[src/hw/zx_tape_params.svh]
/* addresses, region limits and buffer size for the tape fast-load path
   include wherever a block needs the ROM entry points or the buffer width */
`ifndef ZX_TAPE_PARAMS_SVH
`define ZX_TAPE_PARAMS_SVH

// ====================
// tape buffer
// ====================
`define TAPE_ADDR_W 14 // 16k bytes of tape RAM

// ====================
// ROM load entry points
// ====================
// the loader starts on the entry fetch and stays armed
// while the CPU keeps fetching below the limit
`define ZX81_LOAD_ENTRY 16'h0347
`define ZX81_LOAD_END 16'h03C3

`define ZX80_LOAD_ENTRY 16'h0207
`define ZX80_LOAD_END 16'h024D

// ====================
// destination in system RAM
// ====================
`define RAM_BASE 16'h4000 // .o images land here
`define P_FILE_SKIP 16'd9 // .p images skip the system variables before 0x4009

`endif

[src/hw/zx_tape_pkg.sv]
/* shared types of the tape fast-load path
   imported by the upload, loader and top modules */
package zx_tape_pkg;

	// ====================
	// loader FSM
	// ====================
	typedef enum logic [1:0] {
		LD_IDLE = 2'd0, // waiting for the entry fetch
		LD_READ = 2'd1, // buffer read issued
		LD_WRITE = 2'd2, // RAM write held until ready
		LD_DONE = 2'd3 // whole image copied
	} loader_state_e;

	// ====================
	// tape image format
	// ====================
	// .o is the ZX80 layout, loaded at the start of RAM
	// .p is the ZX81 layout, loaded after the system variables
	typedef enum logic {
		FMT_O = 1'b0,
		FMT_P = 1'b1
	} tape_format_e;

endpackage

[src/hw/tape_loader.sv]
/* consumer side of the tape path, started when the CPU fetches the ROM load entry
   and copying every buffered byte into system RAM over a ready-throttled write port */
`timescale 1ns/1ns
`include "zx_tape_params.svh"

module tape_loader import zx_tape_pkg::*; (
	input logic clk_sys,
	input logic reset,
	input logic zx81_i,
	input logic fetch_i,
	input logic [15:0] fetch_addr_i,
	input logic tape_ready_i,
	input logic [`TAPE_ADDR_W-1:0] tape_last_i,
	input tape_format_e tape_fmt_i,
	output logic [`TAPE_ADDR_W-1:0] buf_raddr_o,
	input logic [7:0] buf_rdata_i,
	output logic [15:0] ram_addr_o,
	output logic [7:0] ram_data_o,
	output logic ram_we_o,
	input logic ram_ready_i,
	output logic loading_o,
	output logic done_o
);

	localparam int PAD_W = 16 - `TAPE_ADDR_W;

	loader_state_e state;
	loader_state_e state_nxt;

	logic [15:0] entry_addr;
	logic [15:0] limit_addr;
	logic [15:0] dest_base;
	logic start;
	logic abort;
	logic last_byte;
	logic wr_done; // RAM accepted the current byte

	logic [`TAPE_ADDR_W-1:0] rd_addr;
	logic [`TAPE_ADDR_W-1:0] last_q;
	tape_format_e fmt_q;

	// ====================
	// fetch decode
	// ====================
	always_comb begin
		if (zx81_i) begin
			entry_addr = `ZX81_LOAD_ENTRY;
			limit_addr = `ZX81_LOAD_END;
		end else begin
			entry_addr = `ZX80_LOAD_ENTRY;
			limit_addr = `ZX80_LOAD_END;
		end
	end

	assign start = fetch_i & tape_ready_i & (fetch_addr_i == entry_addr);
	// CPU left the patched loop so the copy is given up
	assign abort = fetch_i & ((fetch_addr_i < entry_addr) | (fetch_addr_i >= limit_addr));

	assign wr_done = (state == LD_WRITE) & ram_ready_i;
	assign last_byte = (rd_addr == last_q);

	// ====================
	// FSM
	// ====================
	always_comb begin
		state_nxt = state;
		if (start) begin
			state_nxt = LD_READ; // entry fetch always (re)starts from byte 0
		end else begin
			case (state)
				LD_IDLE: state_nxt = LD_IDLE;
				LD_READ: begin
					if (abort) begin
						state_nxt = LD_IDLE;
					end else begin
						state_nxt = LD_WRITE; // read data valid next cycle
					end
				end
				LD_WRITE: begin
					if (abort) begin
						state_nxt = LD_IDLE;
					end else if (ram_ready_i) begin
						state_nxt = last_byte ? LD_DONE : LD_READ;
					end
				end
				LD_DONE: state_nxt = LD_DONE; // held until next start
				default: state_nxt = LD_IDLE;
			endcase
		end
	end

	always_ff @(posedge clk_sys) begin
		if (reset) begin
			state <= LD_IDLE;
			rd_addr <= '0;
		end else begin
			state <= state_nxt;
			if (start) begin
				rd_addr <= '0;
			end else if (wr_done && !last_byte) begin
				rd_addr <= rd_addr + 1'b1;
			end
		end
	end

	// image length and format are frozen for the whole copy
	always_ff @(posedge clk_sys) begin
		if (start) begin
			last_q <= tape_last_i;
			fmt_q <= tape_fmt_i;
		end
	end

	// ====================
	// buffer and RAM ports
	// ====================
	assign buf_raddr_o = rd_addr; // stays put while LD_WRITE waits

	always_comb begin
		if (fmt_q == FMT_P) begin
			dest_base = `RAM_BASE + `P_FILE_SKIP; // skip system variables
		end else begin
			dest_base = `RAM_BASE;
		end
	end

	assign ram_addr_o = dest_base + {{PAD_W{1'b0}}, rd_addr};
	assign ram_data_o = buf_rdata_i;
	assign ram_we_o = (state == LD_WRITE);

	assign loading_o = (state == LD_READ) | (state == LD_WRITE);
	assign done_o = (state == LD_DONE);

endmodule

[config.mk]
export PLATFORM = sky130hd
export DESIGN_NAME = tape_loader
export DESIGN_NICKNAME = d
export VERILOG_FILES = /design/src/hw/zx_tape_pkg.sv /design/src/hw/tape_loader.sv
export VERILOG_INCLUDE_DIRS = /design/src /design/src/hw
export SDC_FILE = /design/constraint.sdc
export NUM_CORES = 1
export LEC_CHECK = 0
export BUFFER_PORTS_ARGS = -buffer_cell sky130_fd_sc_hd__buf_2
export CAP_MARGIN = 20
export CELL_PAD_IN_SITES_DETAIL_PLACEMENT = 1
export CELL_PAD_IN_SITES_GLOBAL_PLACEMENT = 2
export CORE_MARGIN = 2
export CORE_UTILIZATION = 31
export CTS_BUF_LIST = sky130_fd_sc_hd__clkbuf_8
export CTS_CLUSTER_DIAMETER = 150
export DETAILED_ROUTE_END_ITERATION = 6
export PLACE_DENSITY = 0.92
export SLEW_MARGIN = 10
export SYNTH_ARGS = -nofsm -noshare
export SYNTH_HDL_FRONTEND = slang
export SYNTH_SLANG_ARGS = --single-unit
[constraint.sdc]
create_clock -name clk_sys -period 5.92 [get_ports clk_sys]
set_clock_uncertainty 0.1 [all_clocks]
set_input_delay 1.48 -clock clk_sys [delete_from_list [all_inputs] [get_ports clk_sys]]
set_output_delay 1.48 -clock clk_sys [all_outputs]
set_load 0.005 [all_outputs]
**Word level (Yosys, flattened, before mapping)**

Cells that the tools add are included.
Widths: inputs -> output; s select.

- Reduce and logical (&&, ||, !) cells: 4
- Magnitude comparators: 2
- Add/sub/neg operators: 2
- Eq/ne operators: 7
- Multiplexer cells: 9
- Bitwise logic cells: 6

Operators by type and width:

| cell | number |
|---|---|
| $mux 9 | 2 |
| $add 16x14->16 | 1 |
| $eq 16x16->1 | 1 |
| $ge 16x16->1 | 1 |
| $lt 16x16->1 | 1 |
| $add 14x1->14 const B | 1 |
| $eq 14x14->1 | 1 |
| $mux 2 | 4 |
| $pmux 2 s4 | 1 |
| $and 1x1->1 | 4 |
| $eq 2x2->1 const B | 2 |
| $mux 4 | 1 |
| $ne 4x1->1 const B | 1 |
| $ne 3x1->1 const B | 1 |
| $eq 2x1->1 const B | 1 |
| $logic_not 2->1 | 1 |
| $or 1x1->1 | 2 |
| $reduce_or 2->1 | 1 |
| $logic_and 1x1->1 | 1 |
| $logic_not 1->1 | 1 |
| $mux 1 | 1 |

- Output and inout bits: 41
- Bits in registers: 31
- Word-level logic and storage cells: 35

**Logic depth before layout (Yosys ltp)**

- Depth after elaboration: 7
- Gate-level depth with buffers: 7

**Worst setup path before layout**

No wires, ideal clock.

- Path type: input -> register
- Start point: input zx81_i
- End point: register fmt_q (enable)
- Stages on the path: 5
- Slack: 2.111 ns
- Arrival time: 3.303 ns
- Cell sequence: inv_1 ha_1 nor4bb_1 nand2_1 nor3_1

- Longest elaborated chain between the ends: 3

Ends and longest elaborated chain:

| what | line | text |
|---|---|---|
| start, declared | tape_loader.sv:9 | `input logic zx81_i,` |
| $mux 9 | tape_loader.sv:46 | `if (zx81_i) begin` |
| $eq 16x16->1 | tape_loader.sv:55 | `assign start = fetch_i & tape_ready_i & (fetch_addr_i == entry_addr);` |
| $and 1x1->1 | tape_loader.sv:55 |  |
| via start | tape_loader.sv:33 | `logic start;` |
| end signal, assigned | tape_loader.sv:110 | `fmt_q <= tape_fmt_i;` |
| end, declared | tape_loader.sv:40 | `tape_format_e fmt_q;` |

The timed path passes the listed nets, and every way through them passes these cells.
A chain may end at the register's enable or synchronous reset.

**Final worst setup path**

- Start point: register rd_addr[0], in the netlist buf_raddr_o[0]
- End point: output ram_addr_o[10]

- Longest elaborated chain between the ends: 1

Ends and longest elaborated chain:

| what | line | text |
|---|---|---|
| start, declared | tape_loader.sv:38 | `` logic [`TAPE_ADDR_W-1:0] rd_addr; `` |
| start signal, assigned | tape_loader.sv:101 | `rd_addr <= rd_addr + 1'b1;` |
| $add 16x14->16 | tape_loader.sv:127 | `assign ram_addr_o = dest_base + {{PAD_W{1'b0}}, rd_addr};` |
| end, declared | tape_loader.sv:17 | `output logic [15:0] ram_addr_o,` |

Every way passes these cells.

==> impl_metrics.csv <==
group,metric,value,unit
clock_tree,cts_tree,"done",
die,fp.dieArea,7540,sq um
global_routing,grt_pass1_vias,1923,
route,drt_pass1_iterations,4,
route,top_layer,"met4",
logic_synthesis,synth_fa_ha_area_frac,0.08235,
worst_setup_path,critPathLaunchType,"flop",
timing,worst_pin_slew,0.9396,ns
logic_synthesis,ys_seq_area_frac,0.3624,
min_path,min_to,"state[1]",
logic_synthesis,synth_area,2127,sq um
logic_synthesis,yosys.area.top_type,"edfxtp_1",
worst_setup_path,r2r-start,"buf_raddr_o[4]",
die,io_pins,86,
worst_setup_path,crit_slowest_cell,"a31oi_1",
cells_and_area,layout_commonest_cell,"buf_2",
logic_synthesis,synth_area_leaders,"edfxtp_1 (21%), dfxtp_1 (15%), ha_1 (8.2%), xnor2_1 (6.2%), xor2_1 (3.7%)",
worst_setup_path,crit_start,"buf_raddr_o[0]",
logic_synthesis,synthDominantCellAreaShare,0.2118,
clock_tree,clk_transition_reported_paths,0.07,ns
timing,fin_crit_sh,0.6180,
cells_and_area,ff_latch_area,770.7,sq um
worst_setup_path,worst_path_dominant_cell_family,"adder cells",
pwr,power.leakage,1.079,nW
min_path,min_from,"state[1]",
cells_and_area,final_cell_mix,"buf_2 (69), dfxtp_1 (16), xnor2_1 (15), edfxtp_1 (15)",
global_routing,overflow,0,
logic_synthesis,netlist_instances,217,
clock_tree,htree_levels,2,
worst_setup_path,r2r.worst_path.cells,5,
pwr,fin_total_pwr,0.4543,mW
cells_and_area,area_delta_synth_final,20.71,%
route,drc,0,
die,rows,30,
logic_synthesis,synth_simple_gate_area_frac,0.2176,
place,gp_congestion,0.7650,
pwr,power.density,176.9,nW/um^2
logic_synthesis,synthXorXnorAreaFrac,0.1218,
timing,hold_viol,0,
route,ant_nets,0,
route,wl_per_cell,15.35,um
logic_synthesis,synthesis.nets,276,
timing,finalSetupTns,0,ns
logic_synthesis,yosysWarningCount,0,
min_path,min_path_cells,2,
clock_tree,cts_made_buffers,5,
clock_tree,clock_path_buffers,2,
logic_synthesis,synth_mux_area_frac,0.01412,
timing,period_minus_slack,3.659,ns
min_path,hp-class,"reg -> reg",
cells_and_area,nets,337,
worst_setup_path,r2r-end,"buf_raddr_o[1]",
worst_setup_path,path_class,"reg -> out",
worst_setup_path,critPathArrivalTime,2.08,ns
place,numPortBuffers,69,
global_routing,antenna_found_initial,0,
timing,timing.hold.ws,0.4663,ns
worst_setup_path,critPathMaxFanout,7,
clock_tree,hold_buffers,0,
run_status,outcome,"complete, no violations",
timing,drv_slew,0,
pwr,peakVddDrop,0.00008424,V
die,initial_core_util,0.3166,
worst_setup_path,cp-end-kind,"output port",
route,wl_met3,275,um
global_routing,grt_pass1_wl,9.156,mm
worst_setup_path,crit_chain,"ha_1, ha_1, a31oi_1, nor3_1, xor2_1, buf_2",
clock_tree,cts_setup_buffers,0,
cells_and_area,fillers,780,
worst_setup_path,crit_buf_inv,1,
logic_synthesis,synth_top_family_by_area,"simple AND/OR/NAND/NOR gates",
timing,fmax,273.3,MHz
cells_and_area,fin_cells,359,
route,wl_met1,2.503,mm
timing,slew_headroom,0.3714,
route,num_vias,1835,
flow_run,drv_cap,0,
clock_tree,clock_latency,0.28,ns
cells_and_area,drive_gt1_frac,0.3226,
logic_synthesis,post_synth.cell_area_avg,9.802,sq um
clock_tree,cts_sinks,31,
global_routing,grtUsageTotal,0.1507,
logic_synthesis,ys_types,45,
clock_tree,post_cts_resized,0,
route,drt_iter0_drc,65,
die,die_w,86.84,um
die,core,6719,sq um
worst_setup_path,slowest_delay,0.46,ns
logic_synthesis,ys_seq_elements,31,
global_routing,grt_max_degree,20,
place,dp_hpwl,4.360,mm
timing,finalSetupViolations,0,
clock_tree,cts_root_buf,"clkbuf_8",
die,dieHeight,86.84,um
route,finalWirelength,5.511,mm
cells_and_area,utilization,0.3821,
place,place_inst,350,
worst_setup_path,cp_common_cell,"ha_1",
route,viasPerCell,5.111,
logic_synthesis,synth_compound_area_frac,0.1253,
worst_setup_path,cp.required,4.34,ns
cells_and_area,num_antenna_cells,0,
worst_setup_path,r2r_setup_slack,3.48,ns
timing,rsz0062_at_grt,"false",
route,routed-wl-met2,2.674,mm
cells_and_area,multiInputGateArea,1199,sq um
-- power breakdown --
part	leakage, nW	switching, mW	total (mW)	internal [mW]
Sequential	0.264	0.000000502	0.224	0.224
Clock	0.0556	0.0774	0.201	0.123
Combinational	0.760	0.0152	0.0294	0.0142
-- worst max path at each step --
stage | to | slack, ns | depth (start not counted)
global route | ram_addr_o[10] | 2.07 | 6
global placement | fmt_q | 2.12 | 6
CTS | ram_addr_o[10] | 2.23 | 6
detailed placement | fmt_q | 2.04 | 6
finish | ram_addr_o[10] | 2.26 | 6
floorplan | fmt_q | 2.11 | 5
-- cells in the mapped netlist --
master	number
a211o_1	1
a211oi_1	3
a21boi_0	1
a21o_1	1
a21oi_1	14
a31oi_1	1
a32oi_1	1
a41o_2	1
a41oi_1	1
and2_1	2
and4_1	2
and4b_1	1
buf_2	1
buf_4	10
buf_6	4
clkbuf_1	1
dfxtp_1	16
edfxtp_1	15
ha_1	14
inv_1	9
mux2i_1	3
nand2_1	12
nand2_2	1
nand2b_1	5
nand3_1	10
nand4_1	7
nand4_2	3
nor2_1	9
nor2_2	1
nor2b_1	1
nor3_1	6
nor4_1	2
nor4bb_1	2
o21ai_0	3
o21ai_1	5
o31ai_1	4
o41ai_1	2
o41ai_4	1
or3_1	8
or4_1	4
or4_2	1
or4_4	1
xnor2_1	15
xnor2_2	3
xor2_1	9
-- layout make-up --
| type | instances | area share |
|---|---|---|
| Tap cell | 80 | 0.03899 |
| Clock buffer | 5 | 0.02680 |
| Inverter | 9 | 0.01316 |
| Timing Repair Buffer | 70 | 0.1389 |
| Multi-Input combinational cell | 161 | 0.4669 |
| Clock inverter | 3 | 0.01511 |
| Sequential cell | 31 | 0.3002 |
-- worst register-to-register path, cell delays in order (launching register included) --
cell and delay (ns):
dfxtp_1 0.60, xnor2_2 0.17, nand4_2 0.17, o41ai_4 0.93
mux2i_1 0.30, nor2_2 0.04
-- cell families (layout without fill, tap and decap cells) --
| logic type | after synthesis | after routing |
|---|---|---|
| flops | 31 | 31 |
| buf+inv | 25 | 87 |
| simple gates | 78 | 78 |
| fa+ha+maj | 14 | 14 |
| xor+xnor | 27 | 27 |
| compound gates | 39 | 39 |
| mux | 3 | 3 |
-- flip-flops by register name, indices dropped and copies added (netlist names) --
name,flops
state,2
fmt_q,1
last_q,14
buf_raddr_o,14
-- metal layers --
layer  vias to the layer above  GRT usage
met3                         4    0.03429
met1                       868     0.1914
met4                         0    0.03977
li1                        917          -
met5                         -          0
met2                        46     0.2568
-- metrics by stage --
stage,setup slack [ns],area [sq um]
after floorplan,2.111,2127
final,2.261,2567
after detailed placement,2.037,2449
after CTS,2.231,2556
after global placement,2.121,2449
after global routing,2.074,2567
Note: power is estimated with default switching activity, not from simulation.
