## src/hw/zx_tape_params.svh

```systemverilog
/* addresses, region limits and buffer size for the tape fast-load path
   include wherever a block needs the ROM entry points or the buffer width */
`ifndef ZX_TAPE_PARAMS_SVH
`define ZX_TAPE_PARAMS_SVH

// ====================
// tape buffer
// ====================
`define TAPE_ADDR_W 14 // 16k bytes of tape RAM

// ====================
// ROM load entry points
// ====================
// the loader starts on the entry fetch and stays armed
// while the CPU keeps fetching below the limit
`define ZX81_LOAD_ENTRY 16'h0347
`define ZX81_LOAD_END 16'h03C3

`define ZX80_LOAD_ENTRY 16'h0207
`define ZX80_LOAD_END 16'h024D

// ====================
// destination in system RAM
// ====================
`define RAM_BASE 16'h4000 // .o images land here
`define P_FILE_SKIP 16'd9 // .p images skip the system variables before 0x4009

`endif

```

## src/hw/zx_tape_pkg.sv

```systemverilog
/* shared types of the tape fast-load path
   imported by the upload, loader and top modules */
package zx_tape_pkg;

	// ====================
	// loader FSM
	// ====================
	typedef enum logic [1:0] {
		LD_IDLE = 2'd0, // waiting for the entry fetch
		LD_READ = 2'd1, // buffer read issued
		LD_WRITE = 2'd2, // RAM write held until ready
		LD_DONE = 2'd3 // whole image copied
	} loader_state_e;

	// ====================
	// tape image format
	// ====================
	// .o is the ZX80 layout, loaded at the start of RAM
	// .p is the ZX81 layout, loaded after the system variables
	typedef enum logic {
		FMT_O = 1'b0,
		FMT_P = 1'b1
	} tape_format_e;

endpackage

```

## src/hw/tape_upload.sv

```systemverilog
/* producer side of the tape path, turning download strobes into tape RAM writes
   and reporting when a complete image is available, how long it is and its format */
`timescale 1ns/1ns
`include "zx_tape_params.svh"

module tape_upload import zx_tape_pkg::*; (
	input logic clk_sys,
	input logic reset,
	input logic download_i,
	input logic [7:0] index_i,
	input logic wr_i,
	input logic [`TAPE_ADDR_W-1:0] wr_addr_i,
	input logic [7:0] wr_data_i,
	output logic buf_we_o,
	output logic [`TAPE_ADDR_W-1:0] buf_waddr_o,
	output logic [7:0] buf_wdata_o,
	output logic tape_ready_o,
	output logic [`TAPE_ADDR_W-1:0] tape_last_o,
	output tape_format_e tape_fmt_o
);

	logic download_q;
	logic dl_rise;
	logic dl_fall;
	logic tape_wr; // write strobe that belongs to a tape image

	assign dl_rise = download_i & ~download_q;
	assign dl_fall = ~download_i & download_q;
	assign tape_wr = wr_i & (index_i != 8'd0); // index 0 is a ROM image

	// ====================
	// buffer write port
	// ====================
	always_ff @(posedge clk_sys) begin
		if (reset) begin
			buf_we_o <= 1'b0;
		end else begin
			buf_we_o <= tape_wr;
		end
	end

	always_ff @(posedge clk_sys) begin
		buf_waddr_o <= wr_addr_i;
		buf_wdata_o <= wr_data_i;
	end

	// ====================
	// download tracking
	// ====================
	always_ff @(posedge clk_sys) begin
		if (reset) begin
			download_q <= 1'b0;
			tape_ready_o <= 1'b0;
			tape_last_o <= '0;
			tape_fmt_o <= FMT_O;
		end else begin
			download_q <= download_i;

			// a new download invalidates whatever is in the buffer
			if (dl_rise) begin
				tape_ready_o <= 1'b0;
				tape_last_o <= '0;
			end else if (tape_wr && (wr_addr_i > tape_last_o)) begin
				tape_last_o <= wr_addr_i; // highest byte seen so far
			end

			if (dl_fall && (index_i != 8'd0)) begin
				tape_ready_o <= 1'b1;
				tape_fmt_o <= (index_i[7:6] == 2'd1) ? FMT_O : FMT_P;
			end
		end
	end

endmodule

```

## config.mk

```make
export PLATFORM = sky130hd
export DESIGN_NAME = tape_upload
export DESIGN_NICKNAME = d
export VERILOG_FILES = /design/src/hw/zx_tape_pkg.sv /design/src/hw/tape_upload.sv
export VERILOG_INCLUDE_DIRS = /design/src /design/src/hw
export SDC_FILE = /design/constraint.sdc
export NUM_CORES = 1
export LEC_CHECK = 0
export BUFFER_PORTS_ARGS = -buffer_cell sky130_fd_sc_hd__buf_4
export CORE_AREA = 3 3 59 61
export CTS_BUF_LIST = sky130_fd_sc_hd__clkbuf_4 sky130_fd_sc_hd__clkbuf_8
export DETAILED_ROUTE_END_ITERATION = 16
export DIE_AREA = 0 0 62 64
export PLACE_DENSITY = 0.9
export SLEW_MARGIN = 40
export SYNTH_ARGS = -nofsm -noshare
export SYNTH_HDL_FRONTEND = slang
export SYNTH_SLANG_ARGS = --single-unit
```

## constraint.sdc

```tcl
create_clock -name clk_sys -period 5.4 [get_ports clk_sys]
set_input_delay 0 -clock clk_sys [delete_from_list [all_inputs] [get_ports clk_sys]]
set_output_delay 0 -clock clk_sys [all_outputs]
set_load 0.01 [all_outputs]
```

# == Word-level counts from Yosys, hierarchy flattened ==
# Cells that the tools add are included.
# word_totals
reg_bits,40
input_bits,34
out_inout_bits,39
word_cells,22
# classes
n_lt_le_gt_ge,1
n_eq_ne,1
n_mux,3
bitwise,5
reduce_logical,5
# op_table
cell,count
14-bit > comparator,1
8-bit nonzero test,1
1-bit bitwise AND,3
1-bit two-way mux,3
"2-bit by 1-bit == test with 1-bit output, second input constant",1
1-bit logical AND,2
1-bit NOT,2
2-bit nonzero test,1
2-bit OR reduction,1

# == Logic depth before layout (Yosys ltp) ==
# Gate-level depths: netlist of run 1.
# depth
word_depth,4
depth_mapped,8
mapped_depth_nobuf,7

# == Worst setup path before layout of run 1 ==
# Ideal clock, no wire load.
# synth_path
kind,register to register
startpoint,reg tape_last_o[13]
endpoint,reg tape_last_o[10]
setup_ns,0.072
arrival_ns,2.083
path_slack_ns,3.245
path_stages_with_launch,9
n_path_buf,1
period_less_slack_ns,2.155
path_cell_list,dfxtp_1 > inv_1 > ha_1 > nand2_2 > nor4_4 > o31ai_2 > a221oi_4 > buf_8 > mux2i_1
# synth_via
elab_chain_len,2
# synth_rtl
element,line_no,text
from (decl),tape_upload.sv:18,"output logic [`TAPE_ADDR_W-1:0] tape_last_o,"
from (signal assigned),tape_upload.sv:64,tape_last_o <= wr_addr_i;
14-bit > comparator,tape_upload.sv:63,end else if (tape_wr && (wr_addr_i > tape_last_o)) begin
1-bit logical AND,tape_upload.sv:63,
# No other way between the ends.
# A chain may end at the register's enable or synchronous reset.

# == Final worst setup path of run 1 ==
# layout_path
startpoint,reg tape_last_o[13]
endpoint,reg tape_last_o[0]
# The elaborated chain is that of the path after synthesis.

==> results.sh, run 1 <==
export IMPL_place_congestion=0.7372
export IMPL_r2r_end="tape_last_o[0]"
export IMPL_gr_total_overflow=0
export IMPL_rsz0062_at_grt="no"
export IMPL_synthesis_nets=200
export IMPL_via_per_inst=4.688
export IMPL_postCtsSetupBuffers=0
export IMPL_critPathSlowestCell="a221oi_4"
export IMPL_drt_pass1_iter_count=4
export IMPL_port_buffers=72
export IMPL_setup_tns_ps=0
export IMPL_grt_pass1_wl_microns=6113
export IMPL_clk_pin_slew_ps=120
export IMPL_worstMarginPinSlew_ps=697.2
export IMPL_period_share_pct=44.48
export IMPL_worstPathArrival_ps=2690
export IMPL_r2r_start="tape_last_o[13]"
export IMPL_drive_above_1_share_pct=33.85
export IMPL_ctsHtreeMaxLevel=2
export IMPL_rr_worst_depth=8
export IMPL_fin_crit_ps=2402
export IMPL_insertion_delay_ps=350
export IMPL_drt_total_wl_microns=3825
export IMPL_drc_errors=0
export IMPL_slew_violations=0
export IMPL_finClkSkew_ps=1.604
export IMPL_tritoncts="yes"
export IMPL_die_area_sq_um=3968
export IMPL_drt_iter0_drc=50
export IMPL_rows=20
export IMPL_fmax_mhz=416.3
export IMPL_place_ws_ps=3028
export IMPL_clock_sinks=40
export IMPL_clockBufferDepth=2
export IMPL_hold_viol_final=0
export IMPL_pin_count=73
export IMPL_ant_nets=0
export IMPL_hold_depth=3
export IMPL_maxCapViolations=0
export IMPL_start_util_pct=50.70
export IMPL_grt_max_degree=30
export IMPL_status="finished, final reports clean"
export IMPL_hold_ws_ps=5.671
export IMPL_post_drt_wl_per_cell_microns=12.71
export IMPL_die_w_microns=62
export IMPL_n_antenna_cell=0
export IMPL_hpwl_microns=2498
export IMPL_p_per_area_nw_per_um2=255.9
export IMPL_synth_cell_type_count=23
export IMPL_p_leak_nw=1.144
export IMPL_end_kind="flop"
export IMPL_track_usage_pct=20.82
export IMPL_setup_slack_ps=2998
export IMPL_yosysSeqAreaShare_pct=52.16
export IMPL_setup_violations=0
export IMPL_critPathKind="flop to flop"
export IMPL_first_global_vias=1457
export IMPL_cts_root_buf="clkbuf_4"
export IMPL_synth_area_sq_um=1535
export IMPL_worst_path_max_fanout=6
export IMPL_critPathRequiredTime_ps=5690
export IMPL_synth_seq_cells=40
export IMPL_area_growth_pct=61.61
export IMPL_cts_made_buffers=5
export IMPL_ys_warn_count=0
export IMPL_cp_cell_sequence="inv_1 -> ha_1 -> nand2_2 -> nor4_4 -> o31ai_2 -> a221oi_4 -> buf_4 -> mux2i_1"
export IMPL_netlist_instances=152
export IMPL_reg2reg_slack_ps=3000
export IMPL_critical_path_max_stage_delay_ps=510
export IMPL_num_vias=1411
export IMPL_synth_avg_cell_area_sq_um=10.10
export IMPL_min_from="download_i"
export IMPL_vdd_drop_max_mv=0.1574
export IMPL_min_to="tape_ready_o"
export IMPL_grt_antenna_before_repair=0
export IMPL_core_area_sq_um=3028
export IMPL_hp_class="input port to flop"
export IMPL_nets=304
export IMPL_cp_start_kind="flop"
export IMPL_die_h_microns=64
export IMPL_slew_headroom_pct=53.41
==> synth_stat cells <==
cell type,number,area (sq um)
dfxtp_1,40,800.8
nand2_1,35,131.4
inv_1,17,63.81
ha_1,14,175.2
mux2i_1,14,140.1
a21oi_1,8,40.04
nor2_1,5,18.77
clkbuf_1,2,7.510
nor4_1,2,12.51
o21ai_0,2,10.01
a211oi_1,1,7.510
a21o_1,1,7.510
a221oi_4,1,26.28
a311oi_1,1,8.760
buf_1,1,3.750
buf_8,1,15.01
nand2_2,1,6.260
nand2b_1,1,6.260
nand4_1,1,6.260
nor2b_1,1,6.260
nor4_4,1,21.27
o21a_1,1,7.510
o31ai_2,1,12.51
==> power by group <==
part	internal, mW	switching, mW
Clock	0.0965	0.102
Sequential	0.310	0.00681
Combinational	0.0666	0.0534
==> stage by stage <==
stage               cell area (sq um)  instances  utilization (%)  total power [mW]
detailed placement               2131        266            70.37            0.4260
floorplan                        1535        152                -            0.3728
global placement                 2108        264            69.63            0.4201
CTS                              2481        301            81.94            0.6342
finish                           2481        301            81.94            0.6349
global route                     2481        301            81.94            0.6658
==> worst max-delay path by stage <==
stage                         start              end  slack, ps  cells after the start
floorplan           tape_last_o[13]  tape_last_o[10]       3250                      8
global placement    tape_last_o[11]   tape_last_o[9]       2920                      7
detailed placement  tape_last_o[13]   tape_last_o[9]       3030                      8
CTS                 tape_last_o[13]   tape_last_o[9]       2990                      8
global route        tape_last_o[11]   tape_last_o[1]       2840                      8
finish              tape_last_o[13]   tape_last_o[0]       3000                      8
==> timing repair <==
item,in CTS,in global routing
endpoints found under the hold margin,39,0
hold buffers,27,0
resized for setup,0,0
==> critical path, delay by kind of cell, from the launching register on <==
kind | cells | cell delay, ps
compound gates | 2 | 670
simple gates | 2 | 480
flops | 1 | 370
buf+inv | 2 | 300
fa+ha+maj | 1 | 300
mux | 1 | 200
==> per-layer routing <==
metal	GRT usage [%]	share of wire [%]	up-vias
met5	0	0	-
met3	5.051	6.6	12
li1	-	-	702
met4	9.019	2.5	0
met1	21.63	40	639
met2	37.56	51	58
==> cell type report <==
class | instances | area [sq um]
fill | 191 | 546.8
inverter | 17 | 63.81
clock buffer | 5 | 37.54
tap | 44 | 55.05
sequential | 40 | 800.8
multi-input combinational | 91 | 655.6
clock inverter | 3 | 42.54
timing repair buffer | 101 | 825.8
==> flip-flops by register name, summed over array words and instances (netlist names) <==
| register | count |
|---|---|
| buf_waddr_o | 14 |
| tape_last_o | 14 |
| buf_wdata_o | 8 |
| buf_we_o | 1 |
| download_q | 1 |
| tape_fmt_o | 1 |
| tape_ready_o | 1 |
==> cells in the final DEF (no fill, tap or decap), drive strengths merged <==
cell type	count
a21oi	8
a221oi	1
nor4	3
o21ai	2
a21o	1
nand4	1
dfxtp	40
nand2	36
buf	74
nor2	5
bufinv	1
nor2b	1
clkbuf	5
mux2i	14
ha	14
a311oi	1
dlygate4sd3	27
nand2b	1
inv	17
o31ai	1
o21a	1
a211oi	1
clkinvlp	1
clkinv	1
==> kinds of logic after synthesis <==
logic type      share of synthesized area, %
flops                                  52.16
fa+ha+maj                              11.41
compound gates                         7.825
simple gates                           13.61
mux                                    9.128
buf+inv                                5.868
Note: power is estimated with default switching activity, not from simulation.
==> run 2: changes to the inputs <==
CORE_AREA = 3 3 64 66   (was 3 3 59 61)
DIE_AREA = 0 0 67 69   (was 0 0 62 64)
PLACE_DENSITY = 0.81   (was 0.9)
clock period = 2.2 ns   (was 5.4 ns; I/O delays follow)
==> results.sh, run 2 (same netlist as run 1, synthesis figures left out) <==
export IMPL_status="finished, final reports clean"
export IMPL_fmax_mhz=466.4
export IMPL_insertion_delay_ps=300
export IMPL_num_vias=1471
export IMPL_r2r_start="tape_last_o[13]"
export IMPL_period_share_pct=97.45
export IMPL_start_util_pct=42.25
export IMPL_area_growth_pct=71.72
export IMPL_gr_total_overflow=0
export IMPL_pin_count=73
export IMPL_final_common_cell="buf_4"
export IMPL_via_per_inst=4.761
export IMPL_worstPathArrival_ps=2350
export IMPL_port_buffers=72
export IMPL_n_antenna_cell=0
export IMPL_first_global_vias=1522
export IMPL_clk_pin_slew_ps=80
export IMPL_p_seq_share_pct=45.6
export IMPL_drt_iter0_drc=71
export IMPL_grt_max_degree=30
export IMPL_startpoint="wr_addr_i[6]"
export IMPL_end_kind="flop"
export IMPL_p_clk_share_pct=35.2
export IMPL_pwr_share_comb_pct=19.2
export IMPL_die_h_microns=69
export IMPL_reg_top3="buf_waddr_o: 14 flops, tape_last_o: 14 flops, buf_wdata_o: 8 flops"
export IMPL_drt_total_wl_microns=4353
export IMPL_tritoncts="yes"
export IMPL_place_congestion=0.7959
export IMPL_hp_class="input port to flop"
export IMPL_track_usage_pct=17.71
export IMPL_finClkSkew_ps=7.805
export IMPL_worstMarginPinSlew_ps=406.8
export IMPL_ctsHtreeMaxLevel=2
export IMPL_p_leak_nw=1.188
export IMPL_hpwl_microns=2568
export IMPL_switching_power_mw=0.4271
export IMPL_core_area_sq_um=3633
export IMPL_cts_root_buf="clkbuf_8"
export IMPL_cts_made_buffers=5
export IMPL_ant_nets=0
export IMPL_drive_above_1_share_pct=41.00
export IMPL_rows=22
export IMPL_setup_violations=0
export IMPL_drc_errors=0
export IMPL_nets=308
export IMPL_grt_antenna_before_repair=0
export IMPL_final_cell_mix="buf_4, dfxtp_1, nand2_1, dlygate4sd3_1, inv_1"
export IMPL_cp_start_kind="input port"
export IMPL_fin_crit_ps=2144
export IMPL_critPathRequiredTime_ps=2410
export IMPL_p_per_area_nw_per_um2=646.4
export IMPL_vdd_drop_max_mv=0.4359
export IMPL_clock_sinks=40
export IMPL_worst_path_max_fanout=8
export IMPL_drt_pass1_iter_count=4
export IMPL_grt_pass1_wl_microns=6382
export IMPL_place_ws_ps=89.97
export IMPL_setup_slack_ps=56.12
export IMPL_critPathKind="input port to flop"
export IMPL_utilization_pct=72.56
export IMPL_p_int_mw=1.277
export IMPL_post_drt_wl_per_cell_microns=14.09
export IMPL_clockBufferDepth=2
export IMPL_hold_ws_ps=12.66
export IMPL_slew_headroom_pct=72.72
export IMPL_min_from="wr_i"
export IMPL_hold_viol_final=0
export IMPL_slew_violations=0
export IMPL_die_area_sq_um=4623
export IMPL_die_w_microns=67
export IMPL_swShare_pct=25.07
export IMPL_maxCapViolations=0
run 2: repair_timing:
item	4_1_cts	5_1_grt
setup endpoints to repair	0	14
hold buffers	26	0
gates resized for setup	0	19
hold endpoints to repair	37	0
setup buffers	0	4
run 2: worst paths after layout:
check,to,slack [ps],cells past startpoint
max reg2reg,tape_last_o[7],60,8
min,buf_we_o,10,3
max,tape_last_o[7],60,9
min reg2reg,tape_ready_o,470,1
run 2: cell type report:
cell class                      instances  area (sq um)
Multi-Input combinational cell         91         732.0
Timing Repair Buffer                  105         860.8
Clock buffer                            5         68.82
Sequential cell                        40         808.3
Inverter                               17         63.81
Clock inverter                          3         42.54
Fill cell                             280         997.2
Tap cell                               48         60.06
run 2: critical path, cell delays in order:
cell,delay [ps]
dlygate4sd3_1,540
buf_4,150
ha_1,290
nand2_2,80
nor4_4,350
o31ai_4,150
a221oi_4,340
buf_6,210
mux2i_2,240
run 2: routing by layer:
layer	global-route usage [%]	vias to the layer above	share of wire, %
li1	-	719	-
met1	19.31	687	38
met2	32.64	54	53
met3	4.560	11	6.4
met4	4.730	0	2.6
met5	0	-	0
run 2: through the flow:
step                      TNS (ps)  power [mW]  area [sq um]  cells
after detailed placement         0       1.047          2136    271
after global placement           0       1.039          2136    271
after global routing        -175.3       1.769          2636    309
after CTS                        0       1.675          2507    305
after floorplan                  0      0.9151          1535    152
final                            0       1.704          2636    309
run 2: power by group through the flow:
stage	Clock [mW]	Sequential, mW	Combinational [mW]
4_1_cts	0.605	0.776	0.293
5_1_grt	0.630	0.781	0.358
6_report	0.600	0.777	0.327
3_5_place_dp	0	0.793	0.254
2_1_floorplan	0	0.810	0.105
3_3_place_gp	0	0.792	0.247
==> run 3: changes to the inputs <==
--- a/config.mk
+++ b/config.mk
@@ -13,4 +13,5 @@
 export DIE_AREA = 0 0 67 69
 export PLACE_DENSITY = 0.81
+export RECOVER_POWER = 50
 export SLEW_MARGIN = 40
 export SYNTH_ARGS = -nofsm -noshare
==> constraint.sdc (replaced) <==
create_clock -name clk_sys -period 2.2 [get_ports clk_sys]
set_input_delay 0 -clock clk_sys [delete_from_list [all_inputs] [get_ports clk_sys]]
set_output_delay 0 -clock clk_sys [all_outputs]
set_load 0.005 [all_outputs]
==> results.sh, run 3 (same netlist as run 1, synthesis figures left out) <==
export IMPL_p_leak_nw=1.139
export IMPL_status="finished, final reports clean"
export IMPL_clockBufferDepth=2
export IMPL_drt_iter0_drc=83
export IMPL_hold_viol_final=0
export IMPL_rows=22
export IMPL_final_common_cell="buf_4"
export IMPL_grt_pass1_wl_microns=6382
export IMPL_core_area_sq_um=3633
export IMPL_finClkSkew_ps=6.378
export IMPL_end_kind="flop"
export IMPL_die_area_sq_um=4623
export IMPL_clk_pin_slew_ps=80
export IMPL_slew_headroom_pct=72.66
export IMPL_drt_pass1_iter_count=4
export IMPL_vdd_drop_max_mv=0.4343
export IMPL_track_usage_pct=17.71
export IMPL_first_global_vias=1522
export IMPL_start_util_pct=42.25
export IMPL_worstPathArrival_ps=2360
export IMPL_area_growth_pct=68.79
export IMPL_die_w_microns=67
export IMPL_port_buffers=72
export IMPL_place_ws_ps=89.97
export IMPL_place_congestion=0.7959
export IMPL_grt_max_degree=30
export IMPL_cts_root_buf="clkbuf_8"
export IMPL_nets=308
export IMPL_fin_total_pwr_mw=1.676
export IMPL_setup_violations=0
export IMPL_ctsHtreeMaxLevel=2
export IMPL_drt_total_wl_microns=4316
export IMPL_final_cell_mix="buf_4, dfxtp_1, nand2_1, dlygate4sd3_1, clkbuf_4"
export IMPL_fillers=295
export IMPL_via_per_inst=4.738
export IMPL_insertion_delay_ps=290
export IMPL_fin_crit_ps=2151
export IMPL_critPathKind="input port to flop"
export IMPL_grt_antenna_before_repair=0
export IMPL_cp_start_kind="input port"
export IMPL_drc_errors=0
export IMPL_tritoncts="yes"
export IMPL_ant_nets=0
export IMPL_period_share_pct=97.75
export IMPL_reg_top3="buf_waddr_o: 14 flops, tape_last_o: 14 flops, buf_wdata_o: 8 flops"
export IMPL_critPathRequiredTime_ps=2410
export IMPL_n_antenna_cell=0
export IMPL_worstMarginPinSlew_ps=407.6
export IMPL_hpwl_microns=2568
export IMPL_fmax_mhz=465.0
export IMPL_gr_total_overflow=0
export IMPL_pin_count=73
export IMPL_slew_violations=0
export IMPL_drive_above_1_share_pct=36.40
export IMPL_die_h_microns=69
export IMPL_worst_path_max_fanout=8
export IMPL_setup_slack_ps=49.43
export IMPL_hp_class="input port to flop"
export IMPL_cts_made_buffers=5
export IMPL_post_drt_wl_per_cell_microns=13.97
export IMPL_p_per_area_nw_per_um2=646.6
export IMPL_setup_tns_ps=0
export IMPL_num_vias=1464
export IMPL_clock_sinks=40
export IMPL_maxCapViolations=0
run 3: timing repair:
| action | CTS | global route |
|---|---|---|
| resized for setup | 0 | 19 |
| hold buffers | 26 | 0 |
| setup endpoints to repair | 0 | 14 |
| endpoints found under the hold margin | 37 | 0 |
| buffers inserted | 0 | 4 |
run 3: final timing paths:
path / startpoint / to / slack [ps] / cells after the start
hold reg to reg: tape_ready_o / tape_ready_o / 470 / 1
hold / removal: wr_i / buf_we_o / 10 / 3
setup / recovery: wr_addr_i[6] / tape_last_o[8] / 50 / 9
setup reg to reg: tape_last_o[13] / tape_last_o[8] / 50 / 8
run 3: per-layer routing:
layer,part of all wire [%],wire [microns],global-route usage (%)
met4,2.7,115,4.730
met2,53,2291,32.64
met1,38,1627,19.31
met3,6.5,282,4.560
met5,0,0,0
run 3: layout make-up:
| cell class | instances | area, sq um | area share (%) |
|---|---|---|---|
| clock buffer | 5 | 68.82 | 2.656 |
| clock inverter | 3 | 42.54 | 1.642 |
| timing repair buffer | 105 | 815.8 | 31.48 |
| tap | 48 | 60.06 | 2.318 |
| sequential | 40 | 808.3 | 31.19 |
| inverter | 17 | 63.81 | 2.463 |
| multi-input combinational | 91 | 732.0 | 28.25 |
run 3: metrics by stage:
step | instance area, sq um | hold slack, ps | std cells | util [%]
3_3_place_gp | 2136 | 104.4 | 271 | 58.78
3_5_place_dp | 2136 | 105.6 | 271 | 58.78
6_report | 2591 | 12.80 | 309 | 71.32
2_1_floorplan | 1535 | 27.72 | 152 | -
5_1_grt | 2591 | 31.27 | 309 | 71.32
4_1_cts | 2507 | 20.28 | 305 | 69.01
run 3: critical path, cell delays in order:
cell and delay, ps:
dlygate4sd3_1 540, clkbuf_1 130, ha_1 310, nand2_2 80, nor4_4 350, o31ai_4 150
a221oi_4 340, buf_6 210, mux2i_1 240
run 3: report_power, final:
part / internal [mW] / total (mW) / switching, mW
clock: 0.336 / 0.598 / 0.263
combinational: 0.167 / 0.300 / 0.133
sequential: 0.761 / 0.777 / 0.0157
